--- src/common/cpuPkg.sv ---
`default_nettype none

package cpuPkg;

	localparam int DataWidth = 8;
	localparam int AddrWidth = 16;

	localparam logic [AddrWidth-1:0] ResetPc = 16'h0200;

	// documented mnemonics first, then the undocumented ones
	typedef enum logic [7:0] {
		ADC, AND, ASL, BCC, BCS, BEQ, BIT, BMI,
		BNE, BPL, BRK, BVC, BVS, CLC, CLD, CLI,
		CLV, CMP, CPX, CPY, DEC, DEX, DEY, EOR,
		INC, INX, INY, JMP, JSR, LDA, LDX, LDY,
		LSR, NOP, ORA, PHA, PHP, PLA, PLP, ROL,
		ROR, RTI, RTS, SBC, SEC, SED, SEI, STA,
		STX, STY, TAX, TAY, TSX, TXA, TXS, TYA,
		AHX, ALR, ANC, ARR, AXS, DCP, ISC, KIL,
		LAS, LAX, RLA, RRA, SAX, SHX, SHY, SLO,
		SRE, TAS, XAA
	} Opcode;

	typedef enum logic [3:0] {
		Imp,	// implied or accumulator
		Imm,
		Ind,	// JMP only
		IndX,
		IndY,
		Zpg,
		ZpgX,
		ZpgY,
		Abs,
		AbsX,
		AbsY,
		Rlt	// branch offset
	} Addressing;

	typedef struct packed {
		logic [DataWidth-1:0] hi;
		logic [DataWidth-1:0] lo;
	} BytePair;

	// operand bytes as fetched, hi stays zero for short instructions
	typedef union packed {
		logic [AddrWidth-1:0] addr;
		BytePair pair;
	} OperandWord;

endpackage

`default_nettype wire

--- src/common/instrIf.sv ---
`timescale 1ns/10ps
`default_nettype none

interface instrIf import cpuPkg::*; ();

	logic valid;	// one cycle per record
	Opcode opcode;
	Addressing mode;
	logic [1:0] length;
	logic [AddrWidth-1:0] pc;
	OperandWord operand;
	logic [AddrWidth-1:0] target;

	modport src (
		output valid,
		output opcode,
		output mode,
		output length,
		output pc,
		output operand,
		output target
	);

	modport dst (
		input valid,
		input opcode,
		input mode,
		input length,
		input pc,
		input operand,
		input target
	);

endinterface

`default_nettype wire

--- src/fetch/idec.sv ---
`timescale 1ns/10ps
`default_nettype none

module idec import cpuPkg::*; (
	input logic [DataWidth-1:0] ins,
	output Opcode opcode,
	output Addressing mode,
	output logic [1:0] pcBytes
);

	Opcode lutOp[256];
	Addressing lutMode[256];
	logic [1:0] len;

	// one row per high nibble
	assign lutOp = '{
		BRK,	ORA,	KIL,	SLO,	NOP,	ORA,	ASL,	SLO,	PHP,	ORA,	ASL,	ANC,	NOP,	ORA,	ASL,	SLO,	// 0x
		BPL,	ORA,	KIL,	SLO,	NOP,	ORA,	ASL,	SLO,	CLC,	ORA,	NOP,	SLO,	NOP,	ORA,	ASL,	SLO,	// 1x
		JSR,	AND,	KIL,	RLA,	BIT,	AND,	ROL,	RLA,	PLP,	AND,	ROL,	ANC,	BIT,	AND,	ROL,	RLA,	// 2x
		BMI,	AND,	KIL,	RLA,	NOP,	AND,	ROL,	RLA,	SEC,	AND,	NOP,	RLA,	NOP,	AND,	ROL,	RLA,	// 3x
		RTI,	EOR,	KIL,	SRE,	NOP,	EOR,	LSR,	SRE,	PHA,	EOR,	LSR,	ALR,	JMP,	EOR,	LSR,	SRE,	// 4x
		BVC,	EOR,	KIL,	SRE,	NOP,	EOR,	LSR,	SRE,	CLI,	EOR,	NOP,	SRE,	NOP,	EOR,	LSR,	SRE,	// 5x
		RTS,	ADC,	KIL,	RRA,	NOP,	ADC,	ROR,	RRA,	PLA,	ADC,	ROR,	ARR,	JMP,	ADC,	ROR,	RRA,	// 6x
		BVS,	ADC,	KIL,	RRA,	NOP,	ADC,	ROR,	RRA,	SEI,	ADC,	NOP,	RRA,	NOP,	ADC,	ROR,	RRA,	// 7x
		NOP,	STA,	NOP,	SAX,	STY,	STA,	STX,	SAX,	DEY,	NOP,	TXA,	XAA,	STY,	STA,	STX,	SAX,	// 8x
		BCC,	STA,	KIL,	AHX,	STY,	STA,	STX,	SAX,	TYA,	STA,	TXS,	TAS,	SHY,	STA,	SHX,	AHX,	// 9x
		LDY,	LDA,	LDX,	LAX,	LDY,	LDA,	LDX,	LAX,	TAY,	LDA,	TAX,	LAX,	LDY,	LDA,	LDX,	LAX,	// ax
		BCS,	LDA,	KIL,	LAX,	LDY,	LDA,	LDX,	LAX,	CLV,	LDA,	TSX,	LAS,	LDY,	LDA,	LDX,	LAX,	// bx
		CPY,	CMP,	NOP,	DCP,	CPY,	CMP,	DEC,	DCP,	INY,	CMP,	DEX,	AXS,	CPY,	CMP,	DEC,	DCP,	// cx
		BNE,	CMP,	KIL,	DCP,	NOP,	CMP,	DEC,	DCP,	CLD,	CMP,	NOP,	DCP,	NOP,	CMP,	DEC,	DCP,	// dx
		CPX,	SBC,	NOP,	ISC,	CPX,	SBC,	INC,	ISC,	INX,	SBC,	NOP,	SBC,	CPX,	SBC,	INC,	ISC,	// ex
		BEQ,	SBC,	KIL,	ISC,	NOP,	SBC,	INC,	ISC,	SED,	SBC,	NOP,	ISC,	NOP,	SBC,	INC,	ISC	// fx
	};

	assign lutMode = '{
		Imp,	IndX,	Imp,	IndX,	Zpg,	Zpg,	Zpg,	Zpg,	Imp,	Imm,	Imp,	Imm,	Abs,	Abs,	Abs,	Abs,	// 0x
		Rlt,	IndY,	Imp,	IndY,	ZpgX,	ZpgX,	ZpgX,	ZpgX,	Imp,	AbsY,	Imp,	AbsY,	AbsX,	AbsX,	AbsX,	AbsX,	// 1x
		Abs,	IndX,	Imp,	IndX,	Zpg,	Zpg,	Zpg,	Zpg,	Imp,	Imm,	Imp,	Imm,	Abs,	Abs,	Abs,	Abs,	// 2x
		Rlt,	IndY,	Imp,	IndY,	ZpgX,	ZpgX,	ZpgX,	ZpgX,	Imp,	AbsY,	Imp,	AbsY,	AbsX,	AbsX,	AbsX,	AbsX,	// 3x
		Imp,	IndX,	Imp,	IndX,	Zpg,	Zpg,	Zpg,	Zpg,	Imp,	Imm,	Imp,	Imm,	Abs,	Abs,	Abs,	Abs,	// 4x
		Rlt,	IndY,	Imp,	IndY,	ZpgX,	ZpgX,	ZpgX,	ZpgX,	Imp,	AbsY,	Imp,	AbsY,	AbsX,	AbsX,	AbsX,	AbsX,	// 5x
		Imp,	IndX,	Imp,	IndX,	Zpg,	Zpg,	Zpg,	Zpg,	Imp,	Imm,	Imp,	Imm,	Ind,	Abs,	Abs,	Abs,	// 6x
		Rlt,	IndY,	Imp,	IndY,	ZpgX,	ZpgX,	ZpgX,	ZpgX,	Imp,	AbsY,	Imp,	AbsY,	AbsX,	AbsX,	AbsX,	AbsX,	// 7x
		Imm,	IndX,	Imm,	IndX,	Zpg,	Zpg,	Zpg,	Zpg,	Imp,	Imm,	Imp,	Imm,	Abs,	Abs,	Abs,	Abs,	// 8x
		Rlt,	IndY,	Imp,	IndY,	ZpgX,	ZpgX,	ZpgY,	ZpgY,	Imp,	AbsY,	Imp,	AbsY,	AbsX,	AbsX,	AbsY,	AbsY,	// 9x
		Imm,	IndX,	Imm,	IndX,	Zpg,	Zpg,	Zpg,	Zpg,	Imp,	Imm,	Imp,	Imm,	Abs,	Abs,	Abs,	Abs,	// ax
		Rlt,	IndY,	Imp,	IndY,	ZpgX,	ZpgX,	ZpgY,	ZpgY,	Imp,	AbsY,	Imp,	AbsY,	AbsX,	AbsX,	AbsY,	AbsY,	// bx
		Imm,	IndX,	Imm,	IndX,	Zpg,	Zpg,	Zpg,	Zpg,	Imp,	Imm,	Imp,	Imm,	Abs,	Abs,	Abs,	Abs,	// cx
		Rlt,	IndY,	Imp,	IndY,	ZpgX,	ZpgX,	ZpgX,	ZpgX,	Imp,	AbsY,	Imp,	AbsY,	AbsX,	AbsX,	AbsX,	AbsX,	// dx
		Imm,	IndX,	Imm,	IndX,	Zpg,	Zpg,	Zpg,	Zpg,	Imp,	Imm,	Imp,	Imm,	Abs,	Abs,	Abs,	Abs,	// ex
		Rlt,	IndY,	Imp,	IndY,	ZpgX,	ZpgX,	ZpgX,	ZpgX,	Imp,	AbsY,	Imp,	AbsY,	AbsX,	AbsX,	AbsX,	AbsX	// fx
	};

	assign opcode = lutOp[ins];
	assign mode = lutMode[ins];
	assign pcBytes = len;

	always_comb
	begin
		len = 2'd1;
		case (mode)
			Imp:
				len = 2'd1;
			Imm, IndX, IndY, Zpg, ZpgX, ZpgY, Rlt:
				len = 2'd2;	// one operand byte
			Ind, Abs, AbsX, AbsY:
				len = 2'd3;	// full address
			default:
				len = 2'd1;
		endcase
	end

endmodule

`default_nettype wire

--- src/fetch/instrAssembler.sv ---
`timescale 1ns/10ps
`default_nettype none

module instrAssembler import cpuPkg::*; (
	input logic clk,
	input logic rst,
	input logic byteValid,
	input logic [DataWidth-1:0] byteData,
	input logic haltIn,
	instrIf.src out
);

	logic [DataWidth-1:0] opByte;
	logic [1:0] have;	// bytes collected so far, 0 when idle
	logic [AddrWidth-1:0] pc;
	OperandWord operand;
	Opcode opc;
	Addressing md;
	logic [1:0] len;
	logic done;
	logic take;
	logic isOpcode;

	idec dec (
		.ins(opByte),
		.opcode(opc),
		.mode(md),
		.pcBytes(len)
	);

	assign done = (have != 2'd0) && (have == len);
	assign take = byteValid && !haltIn;
	assign isOpcode = (have == 2'd0) || done;	// next byte starts a new instruction

	assign out.target = '0;

	always_ff @(posedge clk)
	begin
		if (rst)
		begin
			have <= 2'd0;
			pc <= ResetPc;
			out.valid <= 1'b0;
		end
		else
		begin
			out.valid <= done;
			if (done)
				pc <= pc + AddrWidth'(len);
			if (take)
				have <= isOpcode ? 2'd1 : have + 2'd1;
			else if (done)
				have <= 2'd0;
		end
	end

	always_ff @(posedge clk)
	begin
		if (rst)
		begin
			opByte <= '0;
			operand <= '0;
		end
		else if (take)
		begin
			if (isOpcode)
			begin
				opByte <= byteData;
				operand <= '0;
			end
			else if (have == 2'd1)
				operand.pair.lo <= byteData;	// little endian
			else
				operand.pair.hi <= byteData;
		end
		if (done)
		begin
			out.opcode <= opc;
			out.mode <= md;
			out.length <= len;
			out.pc <= pc;
			out.operand <= operand;
		end
	end

	// operand bytes never run past the decoded length
	assert property (@(posedge clk) disable iff (rst)
		have != 2'd0 |-> have <= len);

endmodule

`default_nettype wire

--- src/decode/decodeStage.sv ---
`timescale 1ns/10ps
`default_nettype none

module decodeStage import cpuPkg::*; (
	input logic clk,
	input logic rst,
	instrIf.dst in,
	instrIf.src out
);

	logic [AddrWidth-1:0] seqPc;
	logic [AddrWidth-1:0] branchPc;
	logic [AddrWidth-1:0] target;
	logic isJump;

	assign seqPc = in.pc + AddrWidth'(in.length);
	assign branchPc = in.pc + 16'd2
		+ {{(AddrWidth - DataWidth){in.operand.pair.lo[DataWidth-1]}}, in.operand.pair.lo};

	// JMP (ind) resolves to the pointer, not the final address
	assign isJump = ((in.opcode == JMP || in.opcode == JSR) && in.mode == Abs)
		|| (in.opcode == JMP && in.mode == Ind);

	always_comb
	begin
		if (in.mode == Rlt)
			target = branchPc;
		else if (isJump)
			target = in.operand.addr;
		else
			target = seqPc;
	end

	always_ff @(posedge clk)
	begin
		if (rst)
			out.valid <= 1'b0;
		else
			out.valid <= in.valid;
	end

	always_ff @(posedge clk)
	begin
		if (in.valid)
		begin
			out.opcode <= in.opcode;
			out.mode <= in.mode;
			out.length <= in.length;
			out.pc <= in.pc;
			out.operand <= in.operand;
			out.target <= target;
		end
	end

	assert property (@(posedge clk) disable iff (rst)
		in.valid |-> in.length != 2'd0);

endmodule

`default_nettype wire

--- src/logic/issueStage.sv ---
`timescale 1ns/10ps
`default_nettype none

module issueStage import cpuPkg::*; (
	input logic clk,
	input logic rst,
	instrIf.dst in,
	output logic outValid,
	output Opcode outOpcode,
	output Addressing outMode,
	output logic [1:0] outLength,
	output logic [AddrWidth-1:0] outPc,
	output OperandWord outOperand,
	output logic [AddrWidth-1:0] outTarget,
	output logic halted
);

	logic accept;

	assign accept = in.valid && !halted;

	always_ff @(posedge clk)
	begin
		if (rst)
		begin
			outValid <= 1'b0;
			halted <= 1'b0;
		end
		else
		begin
			outValid <= accept;
			if (accept && in.opcode == KIL)
				halted <= 1'b1;	// jam, held until reset
		end
	end

	always_ff @(posedge clk)
	begin
		if (accept)
		begin
			outOpcode <= in.opcode;
			outMode <= in.mode;
			outLength <= in.length;
			outPc <= in.pc;
			outOperand <= in.operand;
			outTarget <= in.target;
		end
	end

	// nothing issues once the front end has jammed
	assert property (@(posedge clk) disable iff (rst)
		halted |=> !outValid);

endmodule

`default_nettype wire

--- src/logic/fetchDecodeTop.sv ---
`timescale 1ns/10ps
`default_nettype none

module fetchDecodeTop import cpuPkg::*; (
	input logic clk,
	input logic rst,
	input logic byteValid,
	input logic [DataWidth-1:0] byteData,
	output logic outValid,
	output Opcode outOpcode,
	output Addressing outMode,
	output logic [1:0] outLength,
	output logic [AddrWidth-1:0] outPc,
	output OperandWord outOperand,
	output logic [AddrWidth-1:0] outTarget,
	output logic halted
);

	instrIf asmBus ();
	instrIf decBus ();

	instrAssembler assembler (
		.clk(clk),
		.rst(rst),
		.byteValid(byteValid),
		.byteData(byteData),
		.haltIn(halted),	// stop taking bytes after KIL
		.out(asmBus.src)
	);

	decodeStage decode (
		.clk(clk),
		.rst(rst),
		.in(asmBus.dst),
		.out(decBus.src)
	);

	issueStage issue (
		.clk(clk),
		.rst(rst),
		.in(decBus.dst),
		.outValid(outValid),
		.outOpcode(outOpcode),
		.outMode(outMode),
		.outLength(outLength),
		.outPc(outPc),
		.outOperand(outOperand),
		.outTarget(outTarget),
		.halted(halted)
	);

endmodule

`default_nettype wire

--- config.mk ---
export PLATFORM = sky130hd
export DESIGN_NAME = fetchDecodeTop
export DESIGN_NICKNAME = d
export VERILOG_FILES = /design/src/common/cpuPkg.sv /design/src/common/instrIf.sv /design/src/fetch/idec.sv /design/src/fetch/instrAssembler.sv /design/src/decode/decodeStage.sv /design/src/logic/issueStage.sv /design/src/logic/fetchDecodeTop.sv
export SDC_FILE = /design/constraint.sdc
export NUM_CORES = 1
export LEC_CHECK = 0
export BUFFER_PORTS_ARGS = -buffer_cell sky130_fd_sc_hd__buf_2
export CAP_MARGIN = 20
export CORE_MARGIN = 4
export CORE_UTILIZATION = 53
export CTS_CLUSTER_SIZE = 20
export DETAILED_ROUTE_END_ITERATION = 7
export PLACE_DENSITY_LB_ADDON = 0.2
export SYNTH_ARGS = -nofsm -noshare
export SYNTH_HDL_FRONTEND = slang
export SYNTH_SLANG_ARGS = --single-unit
--- constraint.sdc ---
create_clock -name clk -period 5.69 [get_ports clk]
set_input_delay 1.138 -clock clk [delete_from_list [all_inputs] [get_ports clk]]
set_output_delay 1.138 -clock clk [all_outputs]
set_load 0.05 [all_outputs]
==> out/qor.csv, run 1 <==
metric,value,unit
switching power,0.912,mW
NumNets Final,1060,
Clk network pwr share,0.391,
Critical Path Source Type,flop,
cell with the most instances after synthesis,edfxtp_1,
Leak,4.24,nW
largest net degree at the start of global routing,63,
max_cap viols,0,
CTS buffer count,22,
Syn Inst Count,950,
Total GRT Usage,0.208,
Final Setup Violations,0,
WL/cell,18.0,µm
Pre-Repair DR Iteration Count,5,
initial antenna violation count,0,
Site Rows,51,
switching share of power,0.251,
Synth top cells by count,"edfxtp_1, nor2_1, a21oi_1, nand2_1, o21ai_0",
Die X,149,µm
die span in y,149,µm
GPL Wtd Cong,0.948,
P&R area growth vs syn,12.4,%
Detail Route Antenna Nets,0,
Achievable Freq,259,MHz
cell area after layout,0.0119,mm²
outcome,"complete, no violations",
Placement Cell Area,0.0111,mm²
syn_area_per_cell,11.1,µm²
asr flop ratio synth,0,
DPL Wire Length,16100,µm
synthesized area,0.0106,mm²
# clock sinks,213,
RSZ-0062 raised after global routing,false,
Reg area,0.00594,mm²
Required @ worst endpoint,6.07,ns
"Reg clk slew, reported paths",0.06,ns
ant diodes,0,
post-cts hold buffer count,0,
Top delay family on crit path,simple AND/OR/NAND/NOR gates,
Layout Skew,0.0106,ns
Synth area leaders,"edfxtp_1, dfxtp_1, ha_1",
DRT iter0 DRCs,755,
"area leader, netlist",edfxtp_1,
final WL,23100,µm
Arrival @ worst endpoint,4.24,ns
CTS tree,built,
layout cells sized above 1,0.142,
Synthesis Warnings,0,
area of the multi-input gates,0.00428,mm²
DRC viols,0,
Hold Path Class,flop to flop,
pin slew with the least headroom to its limit,1.08,ns
Reg power frac,0.483,
syn_nets,1007,
Synth top area share,0.475,
CP endpoint kind,flop,
crit-path cells,inv_1 -> ha_1 -> or3b_1 -> a211o_1 -> o311a_2 -> inv_1 -> o21ai_0 -> o21ai_0 -> ha_1 -> fa_1 -> nand2_1 -> nor2_1 -> inv_1 -> nor4_1 -> mux2_2,
vias after detailed routing,7629,
Comb power frac,0.126,
setup TNS,0,ns
Final Slew Violations,0,
Critical Path Most Common Cell,inv_1,
FF-to-FF setup slack,1.83,ns
H-Tree Level Count,1,
"Seq/Total Area, Yosys",0.562,
Max rail drop VDD,0.000230,V
relative slew slack,0.277,
fillers,1632,
IO Pins,75,
vias in the first global route,6968,
first-pass GRT wire length,37400,µm
die area,0.0222,mm²
post-cts sizing count,0,
Worst-Skew Late Latency,0.50,ns
Via-to-Cell Ratio,5.94,
Clock Tree Buf Depth,3,
final hold violation count,0,
Final Hold Slack,0.417,ns
Port Buf Inserts,73,
"Core Util, Final",0.608,
min Tclk post-route,3.86,ns
CP Buf/Inv Count,3,
uppermost layer routed,met4,
number of synthesized flops with an enable pin,167,
Synth cell types,76,
met3 WL,1640,µm
Synth Register Bits,213,
fin crit share,0.679,
P_int,2.72,mW
grt ovf,0,
M1 wire length,10600,µm
Post-CTS Setup Repair Bufs,0,
area of the core,0.0195,mm²
root buffer cell,clkbuf_16,
crit path max fanout,13,
power density of the placed cells,306,mW/mm²
Crit path largest cell delay,0.48,ns
WS Path Type,flop to flop,
CP max stage cell,ha_1,
WL met2,10400,µm
ys flop type,edfxtp_1,
Starting Density,0.541,
==> final timing paths <==
path                                from                   end  depth (start not counted)
setup / recovery     assembler.opByte[0]      assembler.pc[14]                         15
hold / removal    decode.out.operand[14]  issue.outOperand[14]                          0
setup reg to reg     assembler.opByte[0]      assembler.pc[14]                         15
hold reg to reg   decode.out.operand[14]  issue.outOperand[14]                          0
==> final cells by class <==
cell class	count	area share
clock buffers	26	0.0503
clock inverters	14	0.0114
inverters	33	0.0104
multi-input cells	647	0.360
flip-flops and latches	213	0.500
well taps	265	0.0279
repair buffers	86	0.0390
==> power groups by stage <==
stage / logic (mW) / registers, mW / clock network (mW)
after global routing: 0.501 / 1.76 / 1.52
after global placement: 0.448 / 1.79 / 0
after detailed placement: 0.447 / 1.79 / 0
final: 0.457 / 1.76 / 1.42
after CTS: 0.448 / 1.76 / 1.45
after floorplan: 0.334 / 1.79 / 0
==> metal layers <==
layer | track usage | vias to the layer above
met3 | 0.0322 | 48
li1 | - | 3685
met1 | 0.312 | 3599
met4 | 0.0517 | 0
met2 | 0.319 | 297
met5 | 0 | -
==> through the flow <==
stage               total power [mW]  worst slack (ns)  instances
CTS                             3.65              1.87       1284
global route                    3.78              1.52       1284
global placement                2.24              1.99       1244
finish                          3.63              1.83       1284
floorplan                       2.12              1.53        950
detailed placement              2.24              1.89       1244
==> cell families after synthesis <==
| group | after synthesis | share of synthesized area |
|---|---|---|
| flip-flops | 213 | 0.562 |
| multiplexers | 33 | 0.0344 |
| AO/OA/AOI/OAI | 251 | 0.153 |
| buffers and inverters | 90 | 0.0337 |
| other | 1 | 0.000355 |
| adder cells (fa/ha/maj) | 46 | 0.0566 |
| XOR/XNOR | 31 | 0.0257 |
| AND/OR/NAND/NOR | 285 | 0.134 |
==> cells in the final DEF, fill, tap and decap left out, types with 6 or more instances in the layout <==
| master | instances |
|---|---|
| a21oi_1 | 77 |
| nand2_1 | 77 |
| nor2_1 | 81 |
| or4_1 | 6 |
| ha_1 | 43 |
| a31oi_1 | 9 |
| clkinv_1 | 6 |
| o2111ai_1 | 6 |
| or3_1 | 18 |
| mux2i_1 | 25 |
| buf_4 | 13 |
| buf_2 | 73 |
| a211oi_1 | 13 |
| xnor2_1 | 17 |
| clkbuf_16 | 23 |
| nand4_1 | 22 |
| o21ai_0 | 65 |
| o211ai_1 | 18 |
| xor2_1 | 14 |
| edfxtp_1 | 167 |
| nor3_1 | 12 |
| o31ai_1 | 6 |
| nand2b_1 | 8 |
| inv_1 | 30 |
| mux2_2 | 6 |
| nor2b_1 | 9 |
| nand3_1 | 19 |
| o22ai_1 | 10 |
| dfxtp_1 | 45 |
No activity file was read; power rests on OpenSTA's default activity.
==> run 2, diff against run 1 <==
ABC_AREA = 1   (was unset)
clock period = 3.5 ns   (was 5.69 ns; I/O delays follow)
==> out/qor.csv, run 2 <==
metric,value,unit,change
Port Buf Inserts,73,,unchanged
CTS buffer count,23,,was 22
GPL Wtd Cong,0.971,,was 0.948
Hold Path Class,flop to flop,,unchanged
largest net degree at the start of global routing,62,,was 63
NumNets Final,1219,,was 1060
fin crit share,0.880,,was 0.679
Starting Density,0.538,,was 0.541
Synth Register Bits,213,,unchanged
Via-to-Cell Ratio,5.69,,was 5.94
Critical path destination,assembler.pc[15],,was assembler.pc[14]
grt ovf,0,,unchanged
"most common cell after layout, fill and taps aside",nand2_1,,was edfxtp_1
ant diodes,0,,unchanged
Achievable Freq,325,MHz,was 259 MHz
R2R Path Start,assembler.opByte[0],,unchanged
outcome,"complete, no violations",,unchanged
"Seq/Total Area, Yosys",0.567,,was 0.562
Synth top cells by count,"nand2_1, edfxtp_1, nor2_1",,"was edfxtp_1, nor2_1, a21oi_1, nand2_1, o21ai_0"
# clock sinks,213,,unchanged
number of synthesized flops with an enable pin,167,,unchanged
M1 wire length,12100,µm,was 10600 µm
DRC viols,0,,unchanged
syn_area_per_cell,9.76,µm²,was 11.1 µm²
layout cells sized above 1,0.138,,was 0.142
Die X,149,µm,about the same
Synth area leaders,"edfxtp_1, dfxtp_1, nand2_1",,"was edfxtp_1, dfxtp_1, ha_1"
Required @ worst endpoint,3.94,ns,was 6.07 ns
WL met2,12000,µm,was 10400 µm
final WL,27200,µm,was 23100 µm
Max rail drop VDD,0.000346,V,was 0.000230 V
fillers,1634,,was 1632
met3 WL,2040,µm,was 1640 µm
area of the core,0.0195,mm²,about the same
DPL Wire Length,20500,µm,was 16100 µm
post-cts sizing count,0,,unchanged
Detail Route Antenna Nets,0,,unchanged
Clock Tree Buf Depth,3,,unchanged
"Reg clk slew, reported paths",0.06,ns,about the same
Placement Cell Area,0.0112,mm²,was 0.0111 mm²
IO Pins,75,,unchanged
Layout Skew,0.0172,ns,was 0.0106 ns
final hold violation count,0,,unchanged
Leak,4.68,nW,was 4.24 nW
overall power,6.47,mW,was 3.63 mW
DRT iter0 DRCs,830,,was 755
P&R area growth vs syn,13.9,%,was 12.4%
pin slew with the least headroom to its limit,0.827,ns,was 1.08 ns
vias after detailed routing,8205,,was 7629
root buffer cell,clkbuf_16,,unchanged
Syn Inst Count,1073,,was 950
"area leader, netlist",edfxtp_1,,unchanged
WS Path Type,flop to flop,,unchanged
ys flop type,edfxtp_1,,unchanged
max_cap viols,0,,unchanged
setup TNS,0,ns,unchanged
FF-to-FF setup slack,0.42,ns,was 1.83 ns
first-pass GRT wire length,42400,µm,was 37400 µm
Synth cell types,50,,was 76
relative slew slack,0.445,,was 0.277
Synth top area share,0.479,,was 0.475
uppermost layer routed,met4,,unchanged
vias in the first global route,7595,,was 6968
Arrival @ worst endpoint,3.51,ns,was 4.24 ns
Crit. Startpoint,assembler.opByte[0],,unchanged
synthesized area,0.0105,mm²,was 0.0106 mm²
post-cts hold buffer count,0,,unchanged
Critical Path Source Type,flop,,unchanged
asr flop ratio synth,0,,unchanged
Synthesis Warnings,0,,unchanged
CTS tree,built,,unchanged
crit path max fanout,7,,was 13
min Tclk post-route,3.08,ns,was 3.86 ns
Worst-Skew Late Latency,0.51,ns,was 0.50 ns
FF-to-FF path depth,20,,was 15
Post-CTS Setup Repair Bufs,0,,unchanged
capture point of the worst reg-to-reg path,assembler.pc[15],,was assembler.pc[14]
Total GRT Usage,0.246,,was 0.208
die area,0.0221,mm²,was 0.0222 mm²
Site Rows,51,,unchanged
CP endpoint kind,flop,,unchanged
H-Tree Level Count,1,,unchanged
Final Setup Violations,0,,unchanged
die span in y,149,µm,about the same
Final Slew Violations,0,,unchanged
cell area after layout,0.0119,mm²,about the same
syn_nets,1130,,was 1007
Final WS setup,0.421,ns,was 1.83 ns
"commonest non-fill, non-tap cells in the layout","nand2_1, edfxtp_1, nor2_1",,"was edfxtp_1, nor2_1, a21oi_1, nand2_1, buf_2"
initial antenna violation count,0,,unchanged
WL/cell,18.9,µm,was 18.0 µm
pre-CTS setup slack,0.462,ns,was 1.89 ns
RSZ-0062 raised after global routing,false,,unchanged
power density of the placed cells,543,mW/mm²,was 306 mW/mm²
cell with the most instances after synthesis,nand2_1,,was edfxtp_1
Pre-Repair DR Iteration Count,6,,was 5
-- run 2: area by class of cell --
cell class                 instances  area (µm²)  area share
clock inverter                    13         135      0.0113
clock buffer                      28         604      0.0507
multi-input combinational        708        3920       0.329
timing repair buffer              98         553      0.0464
tap                              265         332      0.0278
sequential                       213        5940       0.498
inverter                         118         443      0.0372
-- run 2: logic make-up after synthesis --
kind of cell	count (synthesis)	synth area share
AO/OA/AOI/OAI	218	0.121
XOR/XNOR	25	0.0209
flip-flops	213	0.567
AND/OR/NAND/NOR	418	0.174
adder cells (fa/ha/maj)	46	0.0571
other	1	0.000358
buffers and inverters	152	0.0593
-- run 2: how the worst min path moves through the flow --
stage | startpoint | endpoint | slack, ns | cells past startpoint
floorplan | decode.out.length[0] | issue.outLength[0] | 0.40 | 0
global placement | decode.out.pc[11] | issue.outPc[11] | 0.40 | 0
detailed placement | decode.out.length[0] | issue.outLength[0] | 0.40 | 0
CTS | decode.out.operand[9] | issue.outOperand[9] | 0.42 | 0
global route | decode.out.pc[11] | issue.outPc[11] | 0.42 | 0
finish | decode.out.pc[11] | issue.outPc[11] | 0.42 | 0
-- run 2: layer usage --
| layer | global-route usage | vias up |
|---|---|---|
| li1 | - | 3922 |
| met1 | 0.357 | 3838 |
| met2 | 0.374 | 371 |
| met3 | 0.0375 | 74 |
| met4 | 0.0952 | 0 |
| met5 | 0 | - |
-- run 2: through the flow --
stage	utilization	cells	hold slack [ns]
floorplan	-	1073	0.400
global placement	0.574	1402	0.401
detailed placement	0.574	1402	0.405
CTS	0.612	1443	0.418
global route	0.612	1443	0.419
finish	0.612	1443	0.417
-- run 2: where the power goes --
group	total [mW]	leakage [nW]	internal, mW	switching, mW
clock network	2.34	0.361	1.39	0.953
registers	2.91	1.88	2.83	0.0809
logic	1.22	2.44	0.376	0.841
-- run 2: critical path, cell delays in order (launching register included) --
cell     delay, ns
dfxtp_1       0.33
inv_1         0.11
ha_1          0.26
nand2_2       0.16
nand2_1       0.16
nand3_1       0.13
nand3_2       0.12
nor2_1        0.10
nand3_1       0.09
nand2_1       0.11
inv_1         0.09
ha_1          0.31
a21oi_1       0.06
nor2_1        0.16
nand2_1       0.11
inv_1         0.10
nand3_1       0.09
nor3_1        0.19
xor2_1        0.16
nand2_1       0.06
a21oi_1       0.12
